[src/rtl/raster_pkg.sv]
// Raster bounding box definitions

package raster_pkg;

    // Fixed-point format of coordinates and colour channels
    localparam int SIGFIG = 24;
    // Fraction bits of a coordinate
    localparam int RADIX = 10;

    // Triangle geometry
    localparam int VERTS = 3;
    // Axes per vertex are x, y and z
    localparam int AXIS = 3;

    // Colour channels carried with each triangle
    localparam int COLORS = 3;

    // Register stages between the box logic and the outputs
    localparam int PIPE_DEPTH = 3;

    // Signed coordinate, integer part in [SIGFIG-1:RADIX]
    typedef logic signed [SIGFIG-1:0] coord_t;

    // Unsigned colour channel
    typedef logic [SIGFIG-1:0] color_t;

    // Multisample mode, one-hot
    // Each step down the list halves the sample pitch on a side
    typedef enum logic [3:0] {
        // One sample per pixel
        MSAA_1X  = 4'b1000,
        // Half-pixel sample grid
        MSAA_4X  = 4'b0100,
        // Quarter-pixel sample grid
        MSAA_16X = 4'b0010,
        // Eighth-pixel sample grid
        MSAA_64X = 4'b0001
    } msaa_e;

endpackage
[src/rtl/bbox.sv]
// Triangle bounding box stage

`timescale 1ns/1ps

module bbox (
    input  logic               clk,
    input  logic               arst_n,
    // Triangle in
    input  raster_pkg::coord_t tri_in [raster_pkg::VERTS-1:0][raster_pkg::AXIS-1:0],
    input  raster_pkg::color_t color_in [raster_pkg::COLORS-1:0],
    input  logic               valid_in,
    // High lets the pipeline move
    input  logic               advance,
    // Screen extent, x then y, held while triangles are in flight
    input  raster_pkg::coord_t screen [1:0],
    input  raster_pkg::msaa_e  msaa,
    // Triangle and box out, three advancing edges later
    output raster_pkg::coord_t tri_out [raster_pkg::VERTS-1:0][raster_pkg::AXIS-1:0],
    output raster_pkg::color_t color_out [raster_pkg::COLORS-1:0],
    output raster_pkg::coord_t box [1:0][1:0],
    output logic               valid_out
);

    import raster_pkg::*;

    // Coordinates of the three vertices split by axis
    coord_t x_coord [VERTS-1:0];
    coord_t y_coord [VERTS-1:0];

    // Per-axis results
    coord_t lo_x;
    coord_t hi_x;
    coord_t lo_y;
    coord_t hi_y;
    logic   reject_x;
    logic   reject_y;

    for (genvar v = 0; v < VERTS; v++) begin : g_vert
        assign x_coord[v] = tri_in[v][0];
        assign y_coord[v] = tri_in[v][1];
    end

    // X axis
    axis_range x_range_i (
        .clk    (clk),
        .arst_n (arst_n),
        .coord  (x_coord),
        .extent (screen[0]),
        .msaa   (msaa),
        .lo     (lo_x),
        .hi     (hi_x),
        .reject (reject_x)
    );

    // Y axis
    axis_range y_range_i (
        .clk    (clk),
        .arst_n (arst_n),
        .coord  (y_coord),
        .extent (screen[1]),
        .msaa   (msaa),
        .lo     (lo_y),
        .hi     (hi_y),
        .reject (reject_y)
    );

    // Valid merge and register chain
    bbox_pipe pipe_i (
        .clk       (clk),
        .arst_n    (arst_n),
        .advance   (advance),
        .valid_in  (valid_in),
        .tri_in    (tri_in),
        .color_in  (color_in),
        .lo_x      (lo_x),
        .hi_x      (hi_x),
        .lo_y      (lo_y),
        .hi_y      (hi_y),
        .reject_x  (reject_x),
        .reject_y  (reject_y),
        .tri_out   (tri_out),
        .color_out (color_out),
        .box       (box),
        .valid_out (valid_out)
    );

endmodule

[src/rtl/bbox_pipe.sv]
// Bounding box output pipeline

`timescale 1ns/1ps

module bbox_pipe (
    input  logic               clk,
    input  logic               arst_n,
    // Low freezes every stage
    input  logic               advance,
    input  logic               valid_in,
    // Triangle and colour passed through untouched
    input  raster_pkg::coord_t tri_in [raster_pkg::VERTS-1:0][raster_pkg::AXIS-1:0],
    input  raster_pkg::color_t color_in [raster_pkg::COLORS-1:0],
    // Per-axis ranges from the two axis units
    input  raster_pkg::coord_t lo_x,
    input  raster_pkg::coord_t hi_x,
    input  raster_pkg::coord_t lo_y,
    input  raster_pkg::coord_t hi_y,
    input  logic               reject_x,
    input  logic               reject_y,
    output raster_pkg::coord_t tri_out [raster_pkg::VERTS-1:0][raster_pkg::AXIS-1:0],
    output raster_pkg::color_t color_out [raster_pkg::COLORS-1:0],
    // Index 0 is lower-left, index 1 upper-right, each an x,y pair
    output raster_pkg::coord_t box [1:0][1:0],
    output logic               valid_out
);

    import raster_pkg::*;

    // Stage entry values
    coord_t box_d [1:0][1:0];
    logic   valid_d;

    // Register chain, stage 0 is loaded from the box logic
    coord_t tri_q   [PIPE_DEPTH-1:0][VERTS-1:0][AXIS-1:0];
    color_t color_q [PIPE_DEPTH-1:0][COLORS-1:0];
    coord_t box_q   [PIPE_DEPTH-1:0][1:0][1:0];
    logic   valid_q [PIPE_DEPTH-1:0];

    // Gather the two axis ranges into corner form
    always_comb begin
        // Lower-left corner
        box_d[0][0] = lo_x;
        box_d[0][1] = lo_y;
        // Upper-right corner
        box_d[1][0] = hi_x;
        box_d[1][1] = hi_y;
    end

    // A triangle rejected on either axis leaves as a bubble
    assign valid_d = valid_in & ~reject_x & ~reject_y;

    // The first stages could be retimed into the box logic
    // The last one stays fixed at the block boundary
    always_ff @(posedge clk or negedge arst_n) begin
        if (!arst_n) begin
            tri_q   <= '{default: '0};
            color_q <= '{default: '0};
            box_q   <= '{default: '0};
            valid_q <= '{default: 1'b0};
        end else if (advance) begin
            tri_q[0]   <= tri_in;
            color_q[0] <= color_in;
            box_q[0]   <= box_d;
            valid_q[0] <= valid_d;
            // Shift the rest of the chain one stage along
            for (int s = 1; s < PIPE_DEPTH; s++) begin
                tri_q[s]   <= tri_q[s-1];
                color_q[s] <= color_q[s-1];
                box_q[s]   <= box_q[s-1];
                valid_q[s] <= valid_q[s-1];
            end
        end
    end

    // Outputs come straight off the last stage
    assign tri_out   = tri_q[PIPE_DEPTH-1];
    assign color_out = color_q[PIPE_DEPTH-1];
    assign box       = box_q[PIPE_DEPTH-1];
    assign valid_out = valid_q[PIPE_DEPTH-1];

    // A valid box leaving the pipe is never inverted on either axis
    assert property (@(posedge clk) disable iff (!arst_n)
        valid_out |-> (box[0][0] <= box[1][0]) && (box[0][1] <= box[1][1]));

endmodule

[src/rtl/axis_range.sv]
// Bounding box range of one axis

`timescale 1ns/1ps

module axis_range (
    // Sampling clock and reset for the checks
    input  logic                clk,
    input  logic                arst_n,
    // One coordinate from each vertex
    input  raster_pkg::coord_t  coord [raster_pkg::VERTS-1:0],
    // Screen extent on this axis
    input  raster_pkg::coord_t  extent,
    input  raster_pkg::msaa_e   msaa,
    output raster_pkg::coord_t  lo,
    output raster_pkg::coord_t  hi,
    output logic                reject
);

    import raster_pkg::*;

    // Pairwise compares
    // Bit 0 is c0 < c1, bit 1 is c0 < c2, bit 2 is c1 < c2
    logic [2:0]        cmp;
    // One-hot vertex selects for the minimum and maximum
    logic [2:0]        min_sel;
    logic [2:0]        max_sel;
    coord_t            min_raw;
    coord_t            max_raw;
    // Keeps the integer bits and the fraction bits of one sample step
    logic [SIGFIG-1:0] snap_mask;
    // Size of one sample step, the lowest set bit of the mask
    logic [SIGFIG-1:0] snap_step;
    coord_t            min_snap;
    coord_t            max_snap;

    always_comb begin
        cmp[0] = coord[0] < coord[1];
        cmp[1] = coord[0] < coord[2];
        cmp[2] = coord[1] < coord[2];

        // Ties resolve so that exactly one vertex wins
        min_sel[0] =  cmp[0] &  cmp[1];
        min_sel[1] = ~cmp[0] &  cmp[2];
        min_sel[2] = ~cmp[1] & ~cmp[2];
        max_sel[0] = ~cmp[0] & ~cmp[1];
        max_sel[1] =  cmp[0] & ~cmp[2];
        max_sel[2] =  cmp[1] &  cmp[2];

        unique case (1'b1)
            min_sel[1]: min_raw = coord[1];
            min_sel[2]: min_raw = coord[2];
            default:    min_raw = coord[0];
        endcase

        unique case (1'b1)
            max_sel[1]: max_raw = coord[1];
            max_sel[2]: max_raw = coord[2];
            default:    max_raw = coord[0];
        endcase
    end

    // Sample grid mask from the multisample mode
    always_comb begin
        snap_mask = '1;
        snap_mask[RADIX-1:0] = '0;
        unique case (msaa)
            MSAA_4X:  snap_mask[RADIX-1] = 1'b1;
            MSAA_16X: snap_mask[RADIX-1 -: 2] = 2'b11;
            MSAA_64X: snap_mask[RADIX-1 -: 3] = 3'b111;
            default:  ;
        endcase
    end

    assign snap_step = ~snap_mask + 1'b1;

    // Floor both ends to the sample grid
    assign min_snap = min_raw & snap_mask;
    assign max_snap = max_raw & snap_mask;

    // Clip to the screen, decided on the unsnapped values
    assign lo     = (min_raw < 0) ? '0 : min_snap;
    assign hi     = (max_raw > extent) ? extent : max_snap;
    assign reject = (min_raw > extent) | (max_raw < 0);

    // Vertex selects stay one-hot for every input pattern
    assert property (@(posedge clk) disable iff (!arst_n) $onehot(min_sel));
    assert property (@(posedge clk) disable iff (!arst_n) $onehot(max_sel));

    // Ordering of the raw range
    assert property (@(posedge clk) disable iff (!arst_n) min_raw <= max_raw);

    // Snapping moves a value down by less than one sample step
    assert property (@(posedge clk) disable iff (!arst_n)
        $unsigned(min_raw - min_snap) < snap_step);
    assert property (@(posedge clk) disable iff (!arst_n)
        $unsigned(max_raw - max_snap) < snap_step);

    // An accepted range never reaches past the screen
    assert property (@(posedge clk) disable iff (!arst_n) !reject |-> hi <= extent);

endmodule

[config.mk]
export PLATFORM = sky130hd
export DESIGN_NAME = bbox
export DESIGN_NICKNAME = d
export VERILOG_FILES = /design/src/rtl/raster_pkg.sv /design/src/rtl/bbox.sv /design/src/rtl/bbox_pipe.sv /design/src/rtl/axis_range.sv
export SDC_FILE = /design/constraint.sdc
export NUM_CORES = 2
export LEC_CHECK = 0
export ABC_AREA = 1
export ABC_CLOCK_PERIOD_IN_PS = 800
export BUFFER_PORTS_ARGS = -buffer_cell sky130_fd_sc_hd__buf_2
export CAP_MARGIN = 10
export CELL_PAD_IN_SITES_DETAIL_PLACEMENT = 0
export CELL_PAD_IN_SITES_GLOBAL_PLACEMENT = 1
export CORE_UTILIZATION = 39
export CTS_CLUSTER_SIZE = 30
export DETAILED_ROUTE_END_ITERATION = 16
export HOLD_SLACK_MARGIN = 0.05
export MAX_ROUTING_LAYER = met4
export PLACE_DENSITY_LB_ADDON = 0.1
export SYNTH_ARGS = -nofsm -noshare
export SYNTH_HDL_FRONTEND = slang
export SYNTH_SLANG_ARGS = --single-unit
[constraint.sdc]
create_clock -name clk -period 0.8 [get_ports clk]
set_input_delay 0.16 -clock clk [delete_from_list [all_inputs] [get_ports clk]]
set_output_delay 0.16 -clock clk [all_outputs]
set_load 0.005 [all_outputs]
==> flow_summary_export.csv <==
group,metric,value,unit
global_route,antenna_found_initial,39,
timing,hold_viol,6,
placed_design,portBuffers,712,
worst_setup_path,cp_common_cell,"nand2_4",
timing,rsz0062_at_grt,"yes",
worst_setup_path,critical_path_class,"input port to register",
clocking,clk_pin_slew,60,ps
power_and_ir_drop,power.leakage,0.03816,µW
timing,finalClockSkew,40.68,ps
floorplanning,initial_core_util,0.3925,
power_and_ir_drop,powerDensity,2280,nW/µm²
logic_synthesis,synth.area.top_cells,"dfrtp_1 53%, nand2_1 16%, o21ai_0 7.8%",
logic_synthesis,synth-seq-cells,1107,
routing,drt_pass1_iterations,6,
routing,via_per_inst,4.690,
placed_design,hpwl,132.3,mm
floorplanning,dieHeight,368.3,µm
final_layout,seq_area,27700,µm²
global_route,grt_pass1_vias,44450,
routing,drcViolationCount,0,
timing,fin_crit_sh,4.096,
routing,wl_per_cell,18.76,µm
clocking,cts.sinks,1107,
clocking,cts_buffers,119,
timing,final.setup.worst_slack,-2477,ps
worst_setup_path,cp_slowest_cell,"ha_4",
floorplanning,die_area,135600,µm²
logic_synthesis,yosys_most_used_dff,"dfrtp_1",
routing,vias,44850,
logic_synthesis,netlist.area_leader.share,0.5295,
logic_synthesis,async_flop_share,1.000,
floorplanning,row_count,134,
routing,drtIter0Drc,3070,
clocking,worst_skew_pair.late_latency,750,ps
routing,postRouteAntennaNets,0,
clocking,cts_root_buffer,"clkbuf_16",
global_route,grt_usage,0.2699,
logic_synthesis,yosys_warnings,0,
floorplanning,io_pins,729,
worst_setup_path,cp.required,1420,ps
logic_synthesis,synthMostInstantiatedCell,"nand2_1",
timing,relSlewSlack,0.4172,
clocking,cts_tree,"done",
worst_setup_path,max_stage_delay,270,ps
worst_setup_path,endpoint_kind,"register",
floorplanning,coreArea,133300,µm²
clocking,cts-htree-levels,3,
timing,maxSlewViolCount,0,
final_layout,design_area,74410,µm²
worst_setup_path,arrival,3900,ps
min_path,hold_path.class,"input port to register",
flow_run,cap_viol_max_count,0,
final_layout,nFillCells,12310,
worst_setup_path,cp_max_fo,7,
final_layout,area_growth,42.23,%
run_status,violations,"negative hold slack, negative setup slack",
logic_synthesis,seq_area_frac_synth,0.5295,
timing,tightestPinTransition,871.4,ps
worst_setup_path,startpoint_type,"input port",
logic_synthesis,yosysTopAreaCell,"dfrtp_1",
logic_synthesis,yosys-top-cells-count,"2217 x nand2_1, 1107 x dfrtp_1, 818 x o21ai_0",
logic_synthesis,syn_area,52320,µm²
power_and_ir_drop,ir_drop,2.239,mV
timing,hold_slack,-144.3,ps
final_layout,drive_gt1_frac,0.3019,
global_route,grt-ovfl-total,0,
logic_synthesis,syn_area_per_cell,8.406,µm²
floorplanning,die_w,368.3,µm
logic_synthesis,synth_edf_count,0,
logic_synthesis,ys_types,36,
routing,wl,179.4,mm
logic_synthesis,syn_inst,6224,
timing,fin_tns_setup,-388750,ps
clocking,cts_max_path_buffers,3,
final_layout,num-nets-final,8238,
global_route,grt_pass1_wl,273.4,mm
timing,min_period,3277,ps
timing,max_freq,0.3052,GHz
global_route,grt_max_degree,59,
run_status,status,"complete, but fails checks",
timing,setup_viol,525,
placed_design,gp_congestion,0.8837,
final_layout,multi_input_area,21440,µm²
placed_design,placedInstanceArea,61710,µm²
==> what timing repair did <==
| action | CTS | global route |
|---|---|---|
| resized for setup | 448 | 421 |
| cloned | 10 | 1 |
| setup buffers | 50 | 27 |
| hold buffers | 409 | 2 |
| endpoints found under the setup margin | 450 | 722 |
| hold endpoints to repair | 1578 | 33 |
| pin swaps | 131 | 180 |
==> placed cells by master (no fill, tap or decap), types with 8 or more instances in the layout <==
master	n
a21o_1	9
a21oi_1	60
a21oi_2	46
a21oi_4	8
and2_1	8
buf_12	133
buf_2	655
buf_4	667
buf_6	82
buf_8	11
bufinv_16	13
clkbuf_1	28
clkbuf_16	120
clkbuf_8	20
clkinv_2	32
conb_1	16
dfrtp_1	1107
diode_2	31
dlygate4sd3_1	394
dlymetal6s4s_1	13
ha_1	152
ha_4	82
inv_1	570
inv_2	56
inv_4	9
nand2_1	2028
nand2_2	149
nand2_4	46
nand3_1	93
nand3_2	62
nand3_4	17
nand4_1	20
nor2_1	71
nor2_2	24
nor2_4	30
nor3_2	8
o21ai_0	19
o21ai_1	795
o221ai_1	14
o31ai_4	10
==> critical path, delay by kind of cell <==
family	cells	cell delay (ps)
adder cells (fa/ha/maj)	2	530
buffers and inverters	8	890
AND/OR/NAND/NOR	22	2250
==> cell type report <==
| cell class | instances | area share |
|---|---|---|
| inverters | 645 | 0.03433 |
| flip-flops and latches | 1107 | 0.3723 |
| clock buffers | 167 | 0.04513 |
| repair inverters | 4 | 0.0005381 |
| clock inverters | 58 | 0.01016 |
| repair buffers | 1962 | 0.2187 |
| multi-input cells | 3821 | 0.2881 |
| diodes | 31 | 0.001042 |
| well taps | 1768 | 0.02973 |
==> through the flow <==
stage          cells  power (µW)    util  setup WS [ps]
5_1_grt         9558      178700  0.5582          -2660
4_1_cts         9506      167900  0.5426          -2342
3_3_place_gp    8814      102600  0.4630          -3594
3_5_place_dp    8814      103100  0.4630          -3640
2_1_floorplan   6239       88750       -          -2459
6_report        9563      169600  0.5583          -2477
==> worst paths after layout <==
path | start | endpoint | slack, ps | cells after the start
max in group asynchronous | arst_n | pipe_i.tri_out[53] | -90 | 4
min in group asynchronous | arst_n | pipe_i.tri_q[174] | 70 | 3
worst min register to register | pipe_i.tri_q[103] | pipe_i.tri_q[319] | 460 | 2
worst max-delay path | tri_in[167] | pipe_i.box_q[68] | -2480 | 32
worst min-delay path | msaa[3] | pipe_i.box_q[31] | -140 | 5
worst max register to register | pipe_i.tri_q[3] | pipe_i.tri_q[219] | 50 | 2
==> kinds of logic after synthesis <==
family / count (synthesis) / share of synthesized area
other: 1 / 0.00007168
adder cells (fa/ha/maj): 234 / 0.05596
AND/OR/NAND/NOR: 2575 / 0.1925
flip-flops: 1107 / 0.5295
AO/OA/AOI/OAI: 995 / 0.09872
buffers and inverters: 1312 / 0.1233
==> routing by layer <==
layer,vias up,global-route usage,wire length (µm)
li1,22140,-,-
met1,21420,0.3804,85090
met2,1059,0.3942,78250
met3,232,0.05462,11520
met4,0,0.07190,4586
met5,-,-,0
==> sequential cells by signal, summed over array words and instances, names as in the netlist <==
signal and count:
pipe_i.box 80, pipe_i.box_q 160, pipe_i.color_out 72, pipe_i.color_q 144, pipe_i.tri_out 216, pipe_i.tri_q 432
pipe_i.valid_out 1, pipe_i.valid_q 2
==> power breakdown <==
group          leakage [µW]  internal, µW  switching (µW)
Clock               0.00203         33600           24200
Sequential           0.0139         63500            3900
Combinational        0.0222         20000           24400
No activity file was read; power rests on OpenSTA's default activity.
